File: config.mk
export PLATFORM = sky130hd
export DESIGN_NAME = cmd_issue
export DESIGN_NICKNAME = d
export VERILOG_FILES = /design/src/logic/ddrseq_pkg.sv /design/src/logic/cmd_issue.sv
export SDC_FILE = /design/constraint.sdc
export NUM_CORES = 1
export LEC_CHECK = 0
export BUFFER_PORTS_ARGS = -buffer_cell sky130_fd_sc_hd__buf_2
export CAP_MARGIN = 40
export CORE_MARGIN = 4
export CORE_UTILIZATION = 32
export DETAILED_ROUTE_END_ITERATION = 8
export HOLD_SLACK_MARGIN = 0.1
export PLACE_DENSITY_LB_ADDON = 0.25
export SLEW_MARGIN = 0
export SYNTH_ARGS = -nofsm -noshare
export SYNTH_HDL_FRONTEND = slang
export SYNTH_SLANG_ARGS = --single-unit
File: constraint.sdc
create_clock -name mclk -period 0.9 [get_ports mclk]
set_clock_uncertainty 0.1 [all_clocks]
set_input_delay 0.225 -clock mclk [delete_from_list [all_inputs] [get_ports mclk]]
set_output_delay 0.225 -clock mclk [all_outputs]
set_load 0.01 [all_outputs]
File: src/logic/ddrseq_pkg.sv
package ddrseq_pkg;

    // command memory geometry
    localparam int cmd_addr_bits = 10;                   // word address into command memory
    localparam int cmd_words     = 1 << cmd_addr_bits;   // 1K words
    localparam int cmd_word_bits = 32;

    // ddr3 command bus widths
    localparam int ddr_addr_bits = 15;                   // a[14:0], 4Gb x16 part
    localparam int ddr_bank_bits = 3;                    // ba[2:0]

    localparam int pause_bits    = 10;                   // NOP stretch length

    // apb side
    localparam int apb_addr_bits = 12;                   // byte address
    localparam int word_lsb      = 2;                    // paddr[11:2] picks the word

    // command word layout
    localparam int done_bit      = 31;                   // last word of the sequence
    localparam int add_pause_bit = 30;                   // one extra NOP after this word
    localparam int ras_n_bit     = 29;
    localparam int cas_n_bit     = 28;
    localparam int we_n_bit      = 27;
    localparam int ba_lsb        = 24;                   // bank in [26:24]
    localparam int addr_lsb      = 0;                    // address in [14:0], [23:15] reserved

    // {ras_n, cas_n, we_n} decode, per ddr3 truth table
    typedef enum logic [2:0] {
        op_mode_reg  = 3'b000,
        op_refresh   = 3'b001,
        op_precharge = 3'b010,
        op_activate  = 3'b011,
        op_write     = 3'b100,
        op_read      = 3'b101,
        op_zq_cal    = 3'b110,
        op_nop       = 3'b111
    } ddr_op_e;

    // what goes out on the command pins, 21 bits
    typedef struct packed {
        logic                     ras_n;
        logic                     cas_n;
        logic                     we_n;
        logic [ddr_bank_bits-1:0] ba;
        logic [ddr_addr_bits-1:0] addr;
    } ddr_cmd_t;

    // decoded command word, 33 bits
    typedef struct packed {
        ddr_cmd_t              cmd;        // nop_cmd for NOP words
        logic                  done;
        logic                  add_pause;
        logic [pause_bits-1:0] pause_len;  // zero unless NOP word
    } cmd_fields_t;

    // apb master request, write only
    typedef struct packed {
        logic                     psel;
        logic                     penable;
        logic                     pwrite;
        logic [apb_addr_bits-1:0] paddr;
        logic [cmd_word_bits-1:0] pwdata;
    } apb_req_t;

    // sequencer states
    typedef enum logic [2:0] {
        st_idle  = 3'd0,
        st_prime = 3'd1,   // memory read latency
        st_issue = 3'd2,
        st_pause = 3'd3,
        st_done  = 3'd4
    } seq_state_e;

    // idle value of the command bus
    localparam ddr_cmd_t nop_cmd = '{
        ras_n: 1'b1,
        cas_n: 1'b1,
        we_n:  1'b1,
        ba:    '0,
        addr:  '0
    };

endpackage
File: src/logic/cmd_issue.sv
`timescale 1ns/1ns

module cmd_issue (
    input  logic                                 mclk,
    input  logic                                 rst,
    input  logic [ddrseq_pkg::cmd_word_bits-1:0] rd_word,    // from command memory
    input  logic                                 issue_en,   // put decoded cmd on bus
    output ddrseq_pkg::cmd_fields_t              fields,     // comb decode
    output ddrseq_pkg::ddr_cmd_t                 ddr_cmd     // registered bus
);
    import ddrseq_pkg::*;

    ddr_op_e op;                                       // strobe class of current word

    // word decode
    always_comb begin
        op               = ddr_op_e'({rd_word[ras_n_bit],
                                      rd_word[cas_n_bit],
                                      rd_word[we_n_bit]});
        fields.done      = rd_word[done_bit];
        fields.add_pause = rd_word[add_pause_bit];
        if (op == op_nop) begin
            fields.cmd       = nop_cmd;                // bank/addr not driven on NOPs
            fields.pause_len = rd_word[addr_lsb +: pause_bits];   // stretch from addr field
        end else begin
            fields.cmd.ras_n = rd_word[ras_n_bit];
            fields.cmd.cas_n = rd_word[cas_n_bit];
            fields.cmd.we_n  = rd_word[we_n_bit];
            fields.cmd.ba    = rd_word[ba_lsb +: ddr_bank_bits];
            fields.cmd.addr  = rd_word[addr_lsb +: ddr_addr_bits];
            fields.pause_len = '0;                     // only NOPs stretch
        end
    end

    // command bus register
    // exactly one cycle per issued word, NOP otherwise
    always_ff @(posedge mclk or posedge rst) begin
        if (rst) begin
            ddr_cmd <= nop_cmd;
        end else if (issue_en) begin
            ddr_cmd <= fields.cmd;
        end else begin
            ddr_cmd <= nop_cmd;                        // fill between commands
        end
    end

endmodule

==> metrics.md <==
| Metric | Value |
|---|---|
| Pre-CTS setup slack | `-0.345 ns` |
| Seq cells post-synth | `21` |
| Worst path bufs/invs | `1` |
| Port bufs | `75` |
| Top reg by flops | `ddr_cmd` |
| DPL Wire Length | `between 1500 and 2000 µm` |
| Final Critical Period | `about 1.3 ns` |
| Worst-path clk slew | `about 0.12 ns` |
| H-tree lvl count | `1` |
| CTS Root Cell | `clkbuf_4` |
| Total CTS buffers | `3` |
| Final setup violation count | `50` |
| Syn nets | `119` |
| Grt ovf | `0` |
| Max-Cap Viols | `0` |
| Multi-input logic area | `between 400 and 500 µm²` |
| Floorplan core area | `roughly 2800 µm²` |
| Effective utilization at floorplan | `0.337` |
| CTS Buffer Depth | `2` |
| Max-slew headroom | `0.740` |
| Fin crit share | `1.41` |
| Nets | `approximately 200` |
| Largest net degree at the start of global routing | `24` |
| Syn_area_per_cell | `11.2 µm²` |
| Critical Path Max Stage Delay | `between 0.5 and 0.6 ns` |
| Mapped Cells | `between 80 and 90` |
| Worst hold path class | `primary input to flop` |
| Violated checks | `setup timing` |
| Initial antenna violation count | `0` |
| Power Density | `around 1100 nW/µm²` |
| Yosys warning count | `0` |
| Cell Area, Synth | `between 900 and 1000 µm²` |
| GRT Overall Usage | `0.145` |
| CP Cell Sequence | `buf_6` |
| Share of layout cells above drive strength 1 | `0.749` |
| # DRC | `0` |
| I/O pin total | `89` |
| Die W | `62.2 µm` |
| Max FO, Critical Path | `1` |
| Type of destination of the critical path | `primary output` |
| VDD IR max | `about 0.75 mV` |
| Non-filler instance count after layout | `between 150 and 200` |
| Distinct cells, synth | `10` |
| Hold Vio Cnt, Final | `0` |
| Vias in the first global route | `just under 1000` |
| Die area | `3860 µm²` |
| First-pass GRT wire length | `around 4700 µm` |
| CP required | `about 0.57 ns` |
| Fillers | `between 200 and 250` |
| Run status | `finished, violations left` |
| Ant diodes | `0` |
| Cts hold-fix bufs | `3` |
| First-pass detailed-route iteration total | `2` |
| Slew @ Worst Pin | `0.390 ns` |
| Cell Rows | `19` |
| GPL Wtd Cong | `approximately 0.77` |
| Max FFs per register | `21` |
| CP Data Arrival Time | `about 0.94 ns` |
| Fmax | `around 800 MHz` |
| Routed len/inst | `15.0 µm` |
| Total Wirelength | `about 3000 µm` |
| Area growth syn-to-layout | `95.5%` |
| Sequential cell area fraction in the yosys report | `0.564` |
| Biggest registers after layout | `ddr_cmd x21` |
| Critical Path Source Type | `flop` |
| CTS tree | `yes` |
| Drt initial violations | `5` |
| Routed vias | `around 930` |
| Sink Count | `21` |
| Placed cells | `184` |
| RSZ-0062 raised after global routing | `yes` |
| Worst path top cell family by delay | `flip-flops` |
| CP max-delay cell | `dfstp_2` |
| Die H | `62.2 µm` |
| Routed Antenna Nets | `0` |
| Setup ws final | `-0.366 ns` |
| Kind of critical path | `flop to primary output` |
| Via density | `about 4.7` |
| Slew Limit Fails | `0` |
| FF+latch area | `~530 µm²` |
| Tot Pwr | `2.11 mW` |
| Leak | `approximately 1.0 nW` |
[per-stage QoR]
step	util	hold WS, ns	cell area (µm²)	TNS, ns
after floorplan	-	0.0993	1000	-1.40
after global placement	0.503	0.150	1400	-10.28
after detailed placement	0.503	0.154	1400	-11.54
after CTS	0.607	0.0736	1690	-11.88
after global routing	0.659	0.0651	1830	-13.49
final	0.659	0.0779	1830	-12.16
[area by class of cell]
cell class | instances | share of cell area
Clock buffer | 4 | 0.0143
Inverter | 1 | 0.00205
Multi-Input combinational cell | 52 | 0.235
Sequential cell | 21 | 0.289
Tap cell | 31 | 0.0211
Timing Repair Buffer | 89 | 0.439
[layout by cell type (no fill, tap or decap)]
cell,count
buf_12,2
dlygate4sd3_1,2
nand2b_1,1
dlymetal6s4s_1,1
buf_2,38
dfstp_2,3
buf_8,3
inv_1,1
dfrtp_1,18
buf_6,37
nand2b_4,2
clkbuf_1,1
buf_4,4
and2_4,28
clkbuf_4,3
nand3_4,1
and3_4,2
clkbuf_16,2
and3_1,18
[cell families after synthesis]
logic type             share of synthesized area
and+or+nand+nor                            0.352
DFF                                        0.564
buffers and inverters                     0.0840
[cell usage after synthesis]
library cell | n | area, µm²
and2_1 | 28 | 175
and3_1 | 19 | 119
buf_4 | 3 | 22.5
buf_6 | 3 | 33.8
clkbuf_1 | 5 | 18.8
dfrtp_1 | 18 | 450
dfstp_2 | 3 | 78.8
inv_1 | 1 | 3.75
nand2b_1 | 3 | 18.8
nand3_4 | 1 | 17.5
[routing by layer]
metal / wire length [µm] / track usage / share of wire
met5: 0 / 0 / 0
met4: 44 / 0.0569 / 0.015
met3: 246 / 0.0468 / 0.083
met2: 1580 / 0.251 / 0.53
met1: 1090 / 0.161 / 0.37
[path summary, 6_finish.rpt]
| path | startpoint | end | slack, ns | cells after the start |
|---|---|---|---|---|
| max | ddr_cmd[18]$_DFF_PP1_ | ddr_cmd[18] | -0.37 | 1 |
| min | rd_word[11] | ddr_cmd[11]$_DFF_PP0_ | 0.08 | 2 |
| max in group asynchronous | rst | ddr_cmd[20]$_DFF_PP1_ | 0.11 | 4 |
| min in group asynchronous | rst | ddr_cmd[9]$_DFF_PP0_ | 0.37 | 4 |
[report_power, final]
part | switching [mW] | internal [mW] | total (mW) | leakage, nW
Clock | 0.271 | 0.172 | 0.443 | 0.0150
Combinational | 0.258 | 0.393 | 0.652 | 0.757
Sequential | 0.0149 | 0.998 | 1.01 | 0.266
[repair_timing]
| action | CTS | global route |
|---|---|---|
| gates resized for setup | 38 | 18 |
| pin swaps | 4 | 8 |
| cloned | 2 | 2 |
| setup buffers | 2 | 2 |
| hold endpoints to repair | 40 | 9 |
| endpoints found under the setup margin | 50 | 53 |
No activity file was read; power rests on OpenSTA's default activity.
