--- config.mk ---
export PLATFORM = sky130hd
export DESIGN_NAME = seq_fsm
export DESIGN_NICKNAME = d
export VERILOG_FILES = /design/src/logic/ddrseq_pkg.sv /design/src/logic/seq_fsm.sv
export SDC_FILE = /design/constraint.sdc
export NUM_CORES = 1
export LEC_CHECK = 0
export ABC_CLOCK_PERIOD_IN_PS = 2400
export BUFFER_PORTS_ARGS = -buffer_cell sky130_fd_sc_hd__buf_2
export CAP_MARGIN = 10
export CORE_UTILIZATION = 39
export DETAILED_ROUTE_END_ITERATION = 10
export GPL_TIMING_DRIVEN = 0
export PLACE_DENSITY = 0.74
export SLEW_MARGIN = 30
export SYNTH_ARGS = -nofsm -noshare
export SYNTH_HDL_FRONTEND = slang
export SYNTH_SLANG_ARGS = --single-unit
export TNS_END_PERCENT = 30
--- constraint.sdc ---
create_clock -name mclk -period 2.4 [get_ports mclk]
set_clock_uncertainty 0.2 [all_clocks]
set_input_delay 0.12 -clock mclk [delete_from_list [all_inputs] [get_ports mclk]]
set_output_delay 0.12 -clock mclk [all_outputs]
set_load 0.01 [all_outputs]
--- src/logic/ddrseq_pkg.sv ---
package ddrseq_pkg;

    // command memory geometry
    localparam int cmd_addr_bits = 10;                   // word address into command memory
    localparam int cmd_words     = 1 << cmd_addr_bits;   // 1K words
    localparam int cmd_word_bits = 32;

    // ddr3 command bus widths
    localparam int ddr_addr_bits = 15;                   // a[14:0], 4Gb x16 part
    localparam int ddr_bank_bits = 3;                    // ba[2:0]

    localparam int pause_bits    = 10;                   // NOP stretch length

    // apb side
    localparam int apb_addr_bits = 12;                   // byte address
    localparam int word_lsb      = 2;                    // paddr[11:2] picks the word

    // command word layout
    localparam int done_bit      = 31;                   // last word of the sequence
    localparam int add_pause_bit = 30;                   // one extra NOP after this word
    localparam int ras_n_bit     = 29;
    localparam int cas_n_bit     = 28;
    localparam int we_n_bit      = 27;
    localparam int ba_lsb        = 24;                   // bank in [26:24]
    localparam int addr_lsb      = 0;                    // address in [14:0], [23:15] reserved

    // {ras_n, cas_n, we_n} decode, per ddr3 truth table
    typedef enum logic [2:0] {
        op_mode_reg  = 3'b000,
        op_refresh   = 3'b001,
        op_precharge = 3'b010,
        op_activate  = 3'b011,
        op_write     = 3'b100,
        op_read      = 3'b101,
        op_zq_cal    = 3'b110,
        op_nop       = 3'b111
    } ddr_op_e;

    // what goes out on the command pins, 21 bits
    typedef struct packed {
        logic                     ras_n;
        logic                     cas_n;
        logic                     we_n;
        logic [ddr_bank_bits-1:0] ba;
        logic [ddr_addr_bits-1:0] addr;
    } ddr_cmd_t;

    // decoded command word, 33 bits
    typedef struct packed {
        ddr_cmd_t              cmd;        // nop_cmd for NOP words
        logic                  done;
        logic                  add_pause;
        logic [pause_bits-1:0] pause_len;  // zero unless NOP word
    } cmd_fields_t;

    // apb master request, write only
    typedef struct packed {
        logic                     psel;
        logic                     penable;
        logic                     pwrite;
        logic [apb_addr_bits-1:0] paddr;
        logic [cmd_word_bits-1:0] pwdata;
    } apb_req_t;

    // sequencer states
    typedef enum logic [2:0] {
        st_idle  = 3'd0,
        st_prime = 3'd1,   // memory read latency
        st_issue = 3'd2,
        st_pause = 3'd3,
        st_done  = 3'd4
    } seq_state_e;

    // idle value of the command bus
    localparam ddr_cmd_t nop_cmd = '{
        ras_n: 1'b1,
        cas_n: 1'b1,
        we_n:  1'b1,
        ba:    '0,
        addr:  '0
    };

endpackage
--- src/logic/seq_fsm.sv ---
`timescale 1ns/1ns

module seq_fsm (
    input  logic                                 mclk,
    input  logic                                 rst,
    input  logic                                 run_seq,    // start pulse, idle only
    input  logic [ddrseq_pkg::cmd_addr_bits-1:0] run_addr,   // first word of sequence
    input  logic                                 ddr_rst,    // sync abort, level
    input  ddrseq_pkg::cmd_fields_t              fields,     // current word decode
    input  logic                                 expired,    // pause timer at zero
    output logic                                 rd_en,
    output logic [ddrseq_pkg::cmd_addr_bits-1:0] rd_addr,
    output logic                                 issue_en,
    output logic                                 load,
    output logic                                 busy,       // to apb side
    output logic                                 run_busy,
    output logic                                 run_done
);
    import ddrseq_pkg::*;

    seq_state_e               state;
    seq_state_e               state_nxt;
    logic [cmd_addr_bits-1:0] addr_q;                  // next word to fetch
    logic                     extra_q;                 // add_pause pending after timed NOP
    ddr_op_e                  cur_op;
    logic                     long_nop;                // NOP with nonzero stretch
    logic                     need_pause;
    logic                     start;

    assign cur_op     = ddr_op_e'({fields.cmd.ras_n, fields.cmd.cas_n, fields.cmd.we_n});
    assign long_nop   = (cur_op == op_nop) && (fields.pause_len != '0);
    assign need_pause = long_nop || fields.add_pause;
    assign start      = (state == st_idle) && run_seq && !ddr_rst;

    // next state
    always_comb begin
        state_nxt = state;
        case (state)
            st_idle: begin
                if (run_seq) begin
                    state_nxt = st_prime;
                end
            end
            st_prime: state_nxt = st_issue;            // first word lands in rd_word
            st_issue: begin
                if (fields.done) begin
                    state_nxt = st_done;               // padding on last word dropped
                end else if (need_pause) begin
                    state_nxt = st_pause;
                end
            end
            st_pause: begin
                if (expired && !extra_q) begin
                    state_nxt = st_issue;              // prefetched word waiting
                end
            end
            st_done: state_nxt = st_idle;
            default: state_nxt = st_idle;
        endcase
        if (ddr_rst) begin
            state_nxt = st_idle;                       // abort wins everywhere
        end
    end

    always_ff @(posedge mclk or posedge rst) begin
        if (rst) begin
            state <= st_idle;
        end else begin
            state <= state_nxt;
        end
    end

    // fetch address, moves only when a word is taken
    always_ff @(posedge mclk or posedge rst) begin
        if (rst) begin
            addr_q <= '0;
        end else if (start) begin
            addr_q <= run_addr;
        end else if (rd_en) begin
            addr_q <= addr_q + 1'b1;                   // wraps at 1K
        end
    end

    // one more NOP after a timed stretch
    always_ff @(posedge mclk or posedge rst) begin
        if (rst) begin
            extra_q <= 1'b0;
        end else if (state == st_issue) begin
            extra_q <= fields.add_pause && long_nop;   // plain add_pause uses the timer at 0
        end else if ((state == st_pause) && expired) begin
            extra_q <= 1'b0;                           // this cycle is the extra NOP
        end
    end

    // done pulse the cycle after the last word is on the bus
    always_ff @(posedge mclk or posedge rst) begin
        if (rst) begin
            run_done <= 1'b0;
        end else begin
            run_done <= (state == st_done) && !ddr_rst;
        end
    end

    // prime fetches the first word, issue prefetches the next one
    assign rd_en    = (state == st_prime) || ((state == st_issue) && !fields.done);
    assign rd_addr  = addr_q;
    assign issue_en = (state == st_issue) && !ddr_rst;   // abort leaves bus at NOP
    assign load     = (state == st_issue) && need_pause; // also clears a stale count
    assign busy     = (state != st_idle);
    assign run_busy = busy;

endmodule

==> flow_metrics.env <==
export IMPL_status="finished, final reports clean"
export IMPL_worstSetupStartpoint="state[0]"
export IMPL_start_util=0.428
export IMPL_clock_latency_ns=0.28
export IMPL_leakagePower_nw=0.625
export IMPL_dieArea_um2=2440
export IMPL_htree_levels=1
export IMPL_cts_root_buffer="clkbuf_4"
export IMPL_ant_nets=0
export IMPL_synth_edf_count=0
export IMPL_worstMarginPinSlew_ns=0.559
export IMPL_synthToLayoutAreaGrowth_pct=49.9
export IMPL_worstPathRequired_ns=2.41
export IMPL_die_w_um=49.4
export IMPL_slew_headroom=0.627
export IMPL_gp_congestion=0.775
export IMPL_ys_seq_area_frac=0.429
export IMPL_clk_pin_slew_ns=0.10
export IMPL_tns_ns=0
export IMPL_dpl_worst_slack_ns=0.370
export IMPL_ys_types=29
export IMPL_regToRegStartpoint="state[0]"
export IMPL_grt_pass1_vias=923
export IMPL_cts_sinks=15
export IMPL_avgViaCountPerCell=4.75
export IMPL_rsz0062_at_grt="no"
export IMPL_fp_coreArea_um2=2040
export IMPL_post_route_util=0.642
export IMPL_gr_usage_met2=0.342
export IMPL_dr_pass1_iters=4
export IMPL_max_cap_violations=0
export IMPL_drive_gt1_frac=0.346
export IMPL_grt_max_degree=16
export IMPL_postCtsSetupBuffers=0
export IMPL_critical_path_class="reg2reg"
export IMPL_dieHeight_um=49.4
export IMPL_grt_first_pass_wirelength_um=3830
export IMPL_cts_tree="yes"
export IMPL_mostFrequentLayoutCells="buf_2, nor2_1, dfrtp_1, dlygate4sd3_1, a21oi_1"
export IMPL_timing_final_crit_share=0.855
export IMPL_setup_slack_ns=0.349
export IMPL_hold_path_class="in2reg"
export IMPL_wire_per_inst_um=11.2
export IMPL_max_clock_freq_mhz=487
export IMPL_vdd_drop_max_mv=0.466
export IMPL_synth_avg_cell_area_um2=8.92
export IMPL_io_buffers=45
export IMPL_hold_violations=0
export IMPL_p_per_area_nw_per_um2=736
export IMPL_yosys_most_used_dff="dfrtp_1"
export IMPL_ys_ff_latch=15
export IMPL_grt_use_met3=0.0343
export IMPL_setup_viol=0
export IMPL_cts_made_buffers=3
export IMPL_synth_nets=147
export IMPL_syn_area_um2=875
export IMPL_grt_usage=0.201
export IMPL_async_flop_share=1.00
export IMPL_nNetsFinal=212
export IMPL_worst_path_max_fanout=10
export IMPL_grt_busiest_layer="met2"
export IMPL_drc=0
export IMPL_antenna_found_initial=0
export IMPL_final_common_cell="buf_2"
export IMPL_rows=16
export IMPL_grt_use_met1=0.253
export IMPL_diodes=0
export IMPL_wl_um=2120
export IMPL_critPathLaunchType="flip-flop"
export IMPL_clk_path_buf_depth=2
export IMPL_arrival_ns=2.06
export IMPL_vias=897
export IMPL_drtIter0Drc=12
export IMPL_ioPinCount=64
export IMPL_hp_start="expired"
export IMPL_dp_hpwl_um=1510
export IMPL_period_needed_ns=2.05
export IMPL_finalMaxSlewViolations=0
export IMPL_overflow=0
export IMPL_critPathCaptureType="flip-flop"
export IMPL_synth_cells=98
export IMPL_ys_warn_count=0
[metrics by stage]
step	hold slack (ns)	power, W	instances	instance area [µm²]
3_5_place_dp	0.00448	0.000801	170	1130
2_1_floorplan	-0.179	0.000651	98	875
5_1_grt	0.0540	0.00104	189	1310
3_3_place_gp	-0.000966	0.000788	170	1130
4_1_cts	0.0442	0.000968	189	1310
6_report	0.0359	0.000965	189	1310
[power breakdown]
part | switching [W] | internal [W]
Clock | 0.0000863 | 0.0000618
Combinational | 0.000206 | 0.000198
Sequential | 0.0000863 | 0.000326
Total | 0.000379 | 0.000586
[critical path, stage by stage (launching register included)]
cell	delay, ns
dfrtp_1	0.37
buf_2	0.16
or3b_4	0.44
a2111oi_4	0.35
nand4_1	0.16
xor2_1	0.16
a21oi_1	0.14
[registers in the layout (all words and copies together), names as in the netlist]
| name | cells |
|---|---|
| rd_addr | 10 |
| state | 3 |
| extra_q | 1 |
| run_done | 1 |
[synth_stat cells, types with 2 or more instances]
cell       n  share of area
clkbuf_1   3          0.013
dfrtp_1   15           0.43
inv_1      6          0.026
nor3_1     3          0.017
nor2_1    17          0.073
nand2_1    6          0.026
o21ai_0    2          0.011
nand3_1    4          0.023
xor2_1     7          0.070
xnor2_1    2          0.020
nand4_1    3          0.021
nor4_1     3          0.021
a21oi_1   11          0.063
[final timing paths]
path / slack [ns] / end / depth (start not counted)
worst min-delay path: 0.04 / extra_q / 4
worst max register to register: 0.35 / rd_addr[8] / 6
min in group asynchronous: 0.22 / run_done / 3
worst min register to register: 0.29 / extra_q / 1
max in group asynchronous: 1.42 / rd_addr[4] / 3
worst max-delay path: 0.35 / rd_addr[8] / 6
[per-layer routing]
| metal | share of wire | up-vias | wire length (µm) |
|---|---|---|---|
| met1 | 0.44 | 409 | 933 |
| met5 | 0 | - | 0 |
| met3 | 0.039 | 2 | 82 |
| li1 | - | 468 | - |
| met2 | 0.52 | 18 | 1090 |
| met4 | 0.0047 | 0 | 10 |
[layout make-up]
| type | count | area, µm² |
|---|---|---|
| Tap cell | 27 | 33.8 |
| Sequential cell | 15 | 375 |
| Fill cell | 197 | 731 |
| Buffer | 5 | 23.8 |
| Inverter | 6 | 22.5 |
| Multi-Input combinational cell | 72 | 453 |
| Timing Repair Buffer | 60 | 375 |
| Clock inverter | 1 | 5.00 |
| Clock buffer | 3 | 22.5 |
[logic make-up (layout without fill, tap and decap cells)]
| kind of cell | Yosys count | count (layout) | synth area share |
|---|---|---|---|
| simple gates | 42 | 42 | 0.240 |
| compound gates | 19 | 19 | 0.162 |
| flops | 15 | 15 | 0.429 |
| buf+inv | 11 | 75 | 0.0529 |
| xor+xnor | 9 | 9 | 0.0901 |
| fa+ha+maj | 1 | 1 | 0.0143 |
| mux | 1 | 1 | 0.0114 |
[timing repair]
action                     4_1_cts  5_1_grt
resized for setup                0        0
hold endpoints to repair        30        0
setup endpoints to repair        0        0
hold buffers                    15        0
Power figures use the tool's default switching activity.
