--- src/logic/ddrseq_pkg.sv ---
package ddrseq_pkg;

    // command memory geometry
    localparam int cmd_addr_bits = 10;                   // word address into command memory
    localparam int cmd_words     = 1 << cmd_addr_bits;   // 1K words
    localparam int cmd_word_bits = 32;

    // ddr3 command bus widths
    localparam int ddr_addr_bits = 15;                   // a[14:0], 4Gb x16 part
    localparam int ddr_bank_bits = 3;                    // ba[2:0]

    localparam int pause_bits    = 10;                   // NOP stretch length

    // apb side
    localparam int apb_addr_bits = 12;                   // byte address
    localparam int word_lsb      = 2;                    // paddr[11:2] picks the word

    // command word layout
    localparam int done_bit      = 31;                   // last word of the sequence
    localparam int add_pause_bit = 30;                   // one extra NOP after this word
    localparam int ras_n_bit     = 29;
    localparam int cas_n_bit     = 28;
    localparam int we_n_bit      = 27;
    localparam int ba_lsb        = 24;                   // bank in [26:24]
    localparam int addr_lsb      = 0;                    // address in [14:0], [23:15] reserved

    // {ras_n, cas_n, we_n} decode, per ddr3 truth table
    typedef enum logic [2:0] {
        op_mode_reg  = 3'b000,
        op_refresh   = 3'b001,
        op_precharge = 3'b010,
        op_activate  = 3'b011,
        op_write     = 3'b100,
        op_read      = 3'b101,
        op_zq_cal    = 3'b110,
        op_nop       = 3'b111
    } ddr_op_e;

    // what goes out on the command pins, 21 bits
    typedef struct packed {
        logic                     ras_n;
        logic                     cas_n;
        logic                     we_n;
        logic [ddr_bank_bits-1:0] ba;
        logic [ddr_addr_bits-1:0] addr;
    } ddr_cmd_t;

    // decoded command word, 33 bits
    typedef struct packed {
        ddr_cmd_t              cmd;        // nop_cmd for NOP words
        logic                  done;
        logic                  add_pause;
        logic [pause_bits-1:0] pause_len;  // zero unless NOP word
    } cmd_fields_t;

    // apb master request, write only
    typedef struct packed {
        logic                     psel;
        logic                     penable;
        logic                     pwrite;
        logic [apb_addr_bits-1:0] paddr;
        logic [cmd_word_bits-1:0] pwdata;
    } apb_req_t;

    // sequencer states
    typedef enum logic [2:0] {
        st_idle  = 3'd0,
        st_prime = 3'd1,   // memory read latency
        st_issue = 3'd2,
        st_pause = 3'd3,
        st_done  = 3'd4
    } seq_state_e;

    // idle value of the command bus
    localparam ddr_cmd_t nop_cmd = '{
        ras_n: 1'b1,
        cas_n: 1'b1,
        we_n:  1'b1,
        ba:    '0,
        addr:  '0
    };

endpackage
--- src/logic/pause_timer.sv ---
`timescale 1ns/1ns

module pause_timer (
    input  logic                              mclk,
    input  logic                              rst,
    input  logic                              load,        // start a stretch
    input  logic [ddrseq_pkg::pause_bits-1:0] pause_len,   // from decoded NOP word
    output logic                              expired      // count reached zero
);
    import ddrseq_pkg::*;

    logic [pause_bits-1:0] cnt;                        // remaining pause cycles

    // the load cycle itself counts as the first pause cycle,
    // so the register starts one below the length and expired
    // comes up pause_len cycles after the load cycle
    always_ff @(posedge mclk or posedge rst) begin
        if (rst) begin
            cnt <= '0;
        end else if (load) begin
            if (pause_len != '0) begin
                cnt <= pause_len - 1'b1;
            end else begin
                cnt <= '0;                             // add_pause only, nothing to count
            end
        end else if (cnt != '0) begin
            cnt <= cnt - 1'b1;                         // park at zero
        end
    end

    assign expired = (cnt == '0);

endmodule

--- config.mk ---
export PLATFORM = sky130hd
export DESIGN_NAME = pause_timer
export DESIGN_NICKNAME = d
export VERILOG_FILES = /design/src/logic/ddrseq_pkg.sv /design/src/logic/pause_timer.sv
export SDC_FILE = /design/constraint.sdc
export NUM_CORES = 1
export LEC_CHECK = 0
export BUFFER_PORTS_ARGS = -buffer_cell sky130_fd_sc_hd__buf_2
export CORE_MARGIN = 3
export CORE_UTILIZATION = 57
export CTS_CLUSTER_DIAMETER = 40
export DETAILED_ROUTE_END_ITERATION = 10
export GPL_TIMING_DRIVEN = 0
export PLACE_DENSITY = 0.81
export SLEW_MARGIN = 10
export SYNTH_ARGS = -nofsm -noshare
export SYNTH_HDL_FRONTEND = slang
export SYNTH_SLANG_ARGS = --single-unit
--- constraint.sdc ---
create_clock -name mclk -period 3.7 [get_ports mclk]
set_input_delay 0.74 -clock mclk [delete_from_list [all_inputs] [get_ports mclk]]
set_output_delay 0.74 -clock mclk [all_outputs]
set_load 0.01 [all_outputs]
==> run_summary.xml <==
<?xml version="1.0" encoding="UTF-8"?>
<metrics>
  <group name="setup_path">
    <metric name="cp_num_buf_inv" unit="">3</metric>
    <metric name="worst_ep_required_time" unit="ps">2960</metric>
    <metric name="crit_path_cell_trace" unit="">inv_1 &gt; ha_1 &gt; nor2b_1 &gt; nand3_1 &gt; inv_2 &gt; buf_2</metric>
    <metric name="timing_worst_setup_path_type" unit="">reg -&gt; out</metric>
    <metric name="critical_path.top_delay_family" unit="">simple AND/OR/NAND/NOR gates</metric>
    <metric name="timing.critical_path.to_type" unit="">output port</metric>
    <metric name="crit_path_top_delay_cell" unit="">sky130_fd_sc_hd__dfrtp_1</metric>
    <metric name="timing.critical_path.depth" unit="">6</metric>
    <metric name="critical-path-max-stage-delay" unit="ps">400</metric>
    <metric name="arrival" unit="ps">1830</metric>
    <metric name="r2r.worst_path.cells" unit="">7</metric>
    <metric name="cp-start-kind" unit="">flop</metric>
    <metric name="startpoint" unit="">cnt[0]</metric>
    <metric name="cp_max_fo" unit="">5</metric>
    <metric name="worstReg2RegStart" unit="">cnt[0]</metric>
  </group>
  <group name="synth">
    <metric name="synth_warnings" unit="">0</metric>
    <metric name="synth.ff_latch_count" unit="">10</metric>
    <metric name="synth_seq_area_share" unit="%">32.00</metric>
    <metric name="postSynthCellCount" unit="">87</metric>
    <metric name="synthArstFlopShare" unit="%">100.0</metric>
    <metric name="mappedNetlistArea" unit="µm²">782.0</metric>
    <metric name="synth.avg_cell_area" unit="µm²">8.989</metric>
    <metric name="syn-num-nets" unit="">102</metric>
    <metric name="synth_enable_flop_cells" unit="">0</metric>
    <metric name="yosys_most_used_dff" unit="">sky130_fd_sc_hd__dfrtp_1</metric>
    <metric name="synthDistinctLibCells" unit="">36</metric>
  </group>
  <group name="finish">
    <metric name="n_fill_cell" unit="">105</metric>
    <metric name="design.final.nets" unit="">120</metric>
    <metric name="layoutNonFillerInstCount" unit="">118</metric>
    <metric name="layout.cells.most_common_list" unit="">13 x sky130_fd_sc_hd__buf_2, 10 x sky130_fd_sc_hd__dfrtp_1, 7 x sky130_fd_sc_hd__nor2_1</metric>
    <metric name="layout-area-overhead-vs-synth" unit="%">15.20</metric>
    <metric name="final_common_cell" unit="">sky130_fd_sc_hd__buf_2</metric>
    <metric name="largestRegisters" unit="">cnt x10</metric>
    <metric name="antenna_cells" unit="">0</metric>
    <metric name="registers.top_by_ff_count" unit="">cnt</metric>
    <metric name="largest_register_ff_count" unit="">10</metric>
    <metric name="layout-drive-gt1-share" unit="%">25.00</metric>
  </group>
  <group name="clock_tree">
    <metric name="cts_hold_buf" unit="">0</metric>
    <metric name="clkTransAtPathRegs" unit="ps">70</metric>
    <metric name="cts_post_setup_buffers_inserted" unit="">0</metric>
    <metric name="worstSkewPairLatency" unit="ps">270</metric>
    <metric name="ctsHtreeMaxLevel" unit="">1</metric>
    <metric name="cts_tree" unit="">yes</metric>
    <metric name="cts.root.buffer_cell" unit="">sky130_fd_sc_hd__clkbuf_4</metric>
    <metric name="post_cts_resize_count" unit="">0</metric>
    <metric name="cts.sinks" unit="">10</metric>
    <metric name="cts_made_buffers" unit="">3</metric>
    <metric name="clock_path_buffers" unit="">2</metric>
  </group>
  <group name="power_and_ir_drop">
    <metric name="switching_power" unit="µW">102.8</metric>
    <metric name="p_int" unit="µW">219.9</metric>
    <metric name="share_clk_of_total_power" unit="%">31.3</metric>
    <metric name="power_density" unit="nW/µm²">358.2</metric>
    <metric name="power.static_leakage" unit="µW">0.0003513</metric>
    <metric name="vdd_ir_drop_max" unit="mV">0.2244</metric>
    <metric name="comb_power_share" unit="%">23.9</metric>
    <metric name="report.power.total" unit="µW">322.7</metric>
    <metric name="sw_frac_of_total" unit="%">31.86</metric>
    <metric name="p_seq_share" unit="%">44.8</metric>
  </group>
  <group name="floorplanning">
    <metric name="floorplan.die_area" unit="µm²">1852</metric>
    <metric name="initial_utilization" unit="%">65.10</metric>
    <metric name="rows" unit="">12</metric>
    <metric name="die_width" unit="µm">43.04</metric>
    <metric name="floorplan.core_area" unit="µm²">1201</metric>
    <metric name="io-pin-count" unit="">14</metric>
    <metric name="die_h" unit="µm">43.04</metric>
  </group>
  <group name="timing">
    <metric name="finalSetupTns" unit="ps">0</metric>
    <metric name="layout_min_cycle_time" unit="ps">2569</metric>
    <metric name="finalSetupViolCount" unit="">0</metric>
    <metric name="period_share" unit="%">69.44</metric>
    <metric name="setup_repair_after_global_routing_missed_its_margin" unit="">no</metric>
    <metric name="finalHoldViolCount" unit="">0</metric>
    <metric name="maxClockFrequency" unit="MHz">389.2</metric>
    <metric name="clock-skew-final" unit="ps">0.3637</metric>
    <metric name="worst_slew_margin_relative_to_its_limit" unit="%">63.59</metric>
    <metric name="worst_pin_slew" unit="ps">541.1</metric>
    <metric name="final-max-slew-violation-count" unit="">0</metric>
  </group>
  <group name="place">
    <metric name="globalplace.congestion" unit="">0.8795</metric>
    <metric name="portBuffers" unit="">13</metric>
    <metric name="placed_cells" unit="">114</metric>
    <metric name="detailedPlacementHpwl" unit="µm">1312</metric>
  </group>
  <group name="drt">
    <metric name="number_of_routed_nets_with_antenna_violations" unit="">0</metric>
    <metric name="avgRoutedWirePerCell" unit="µm">14.60</metric>
    <metric name="drt-initial-drc-count" unit="">17</metric>
    <metric name="via_count" unit="">719</metric>
    <metric name="met3_routed_wl" unit="µm">108</metric>
    <metric name="detail_route.wirelength.met1" unit="µm">746</metric>
    <metric name="firstDrtPassIters" unit="">4</metric>
    <metric name="routed_via_density" unit="">6.093</metric>
    <metric name="drt_wl_total" unit="µm">1723</metric>
    <metric name="post-route-drc-count" unit="">0</metric>
    <metric name="met2_wirelength" unit="µm">830</metric>
    <metric name="max_layer_used" unit="">met4</metric>
  </group>
  <group name="grt">
    <metric name="grt_overflow_total" unit="">0</metric>
    <metric name="maximum_number_of_pins_on_one_net_before_global_route_repair" unit="">11</metric>
    <metric name="antenna_found_initial" unit="">0</metric>
    <metric name="grt_pass1_vias" unit="">684</metric>
    <metric name="grt_pass1_wl" unit="µm">2829</metric>
    <metric name="globalRouteTotalUtil" unit="%">20.94</metric>
  </group>
  <group name="flow_run">
    <metric name="cap_violations" unit="">0</metric>
  </group>
  <group name="min_path">
    <metric name="hold_path.class" unit="">in -&gt; async</metric>
  </group>
  <group name="status">
    <metric name="run_status" unit="">completed</metric>
  </group>
</metrics>
cells by family (layout without fill, tap and decap cells):
kind of cell | count (synthesis) | after routing | share of synthesized area [%]
compound gates | 19 | 19 | 16.96
fa+ha+maj | 2 | 2 | 3.199
buf+inv | 7 | 24 | 3.359
simple gates | 37 | 37 | 29.92
mux | 6 | 6 | 7.840
flops | 10 | 10 | 32.00
xor+xnor | 6 | 6 | 6.720
cell usage after synthesis, drive strengths merged (3+ instances only):
cell type	number	area (µm²)
xnor2	4	35.03
o22ai	4	25.02
o21ai	3	18.76
nor2	7	26.28
nand2	6	22.52
a21oi	4	20.02
nor3	3	15.01
dfrtp	10	250.2
inv	6	22.52
nor4	5	43.79
nand3	4	20.02
mux2i	5	50.05
area by class of cell:
type	count	area, µm²	area share, %
tap	14	17.52	1.944
inverter	6	22.52	2.500
clock buffer	4	36.28	4.028
buffer	1	3.754	0.4167
multi-input combinational	70	505.5	56.11
timing repair buffer	13	65.06	7.222
sequential	10	250.2	27.78
path summary, 6_finish.rpt:
path                       slack [ps]       to
max reg2reg                      1770   cnt[1]
min reg2reg                       650   cnt[3]
min in group mclk                 650   cnt[3]
max in group asynchronous        2990   cnt[8]
min                               430   cnt[2]
max                              1130  expired
worst register-to-register path: cells and delay by family (launching register included):
kind	cells	cell delay (ps)
AOI/OAI and AO/OA	1	110
adders and majority gates	1	250
buffers and inverters	2	240
DFF	1	400
muxes	1	330
and+or+nand+nor	2	520
through the flow:
step                      cell area, µm²  setup slack (ps)  hold slack (ps)  util, %
after global placement             864.6              1426            612.9    71.98
final                              900.9              1131            434.5    75.00
after detailed placement           864.6              1388            632.9    71.98
after floorplan                    782.0              1670            569.9        -
after global routing               900.9              1001            462.1    75.00
after CTS                          900.9              1139            439.7    75.00
metal layers:
metal,up-vias,global-route usage [%]
li1,364,-
met3,5,2.966
met1,322,25.71
met2,28,33.83
met4,0,13.25
met5,-,0
power groups by stage:
stage          Combinational (µW)  Clock, µW  Sequential (µW)
2_1_floorplan                54.1          0              141
3_3_place_gp                 73.4          0              145
3_5_place_dp                 76.0          0              146
4_1_cts                      76.7        103              144
5_1_grt                      88.2        108              147
6_report                     77.1        101              145
(Power assumes the default switching activity.)
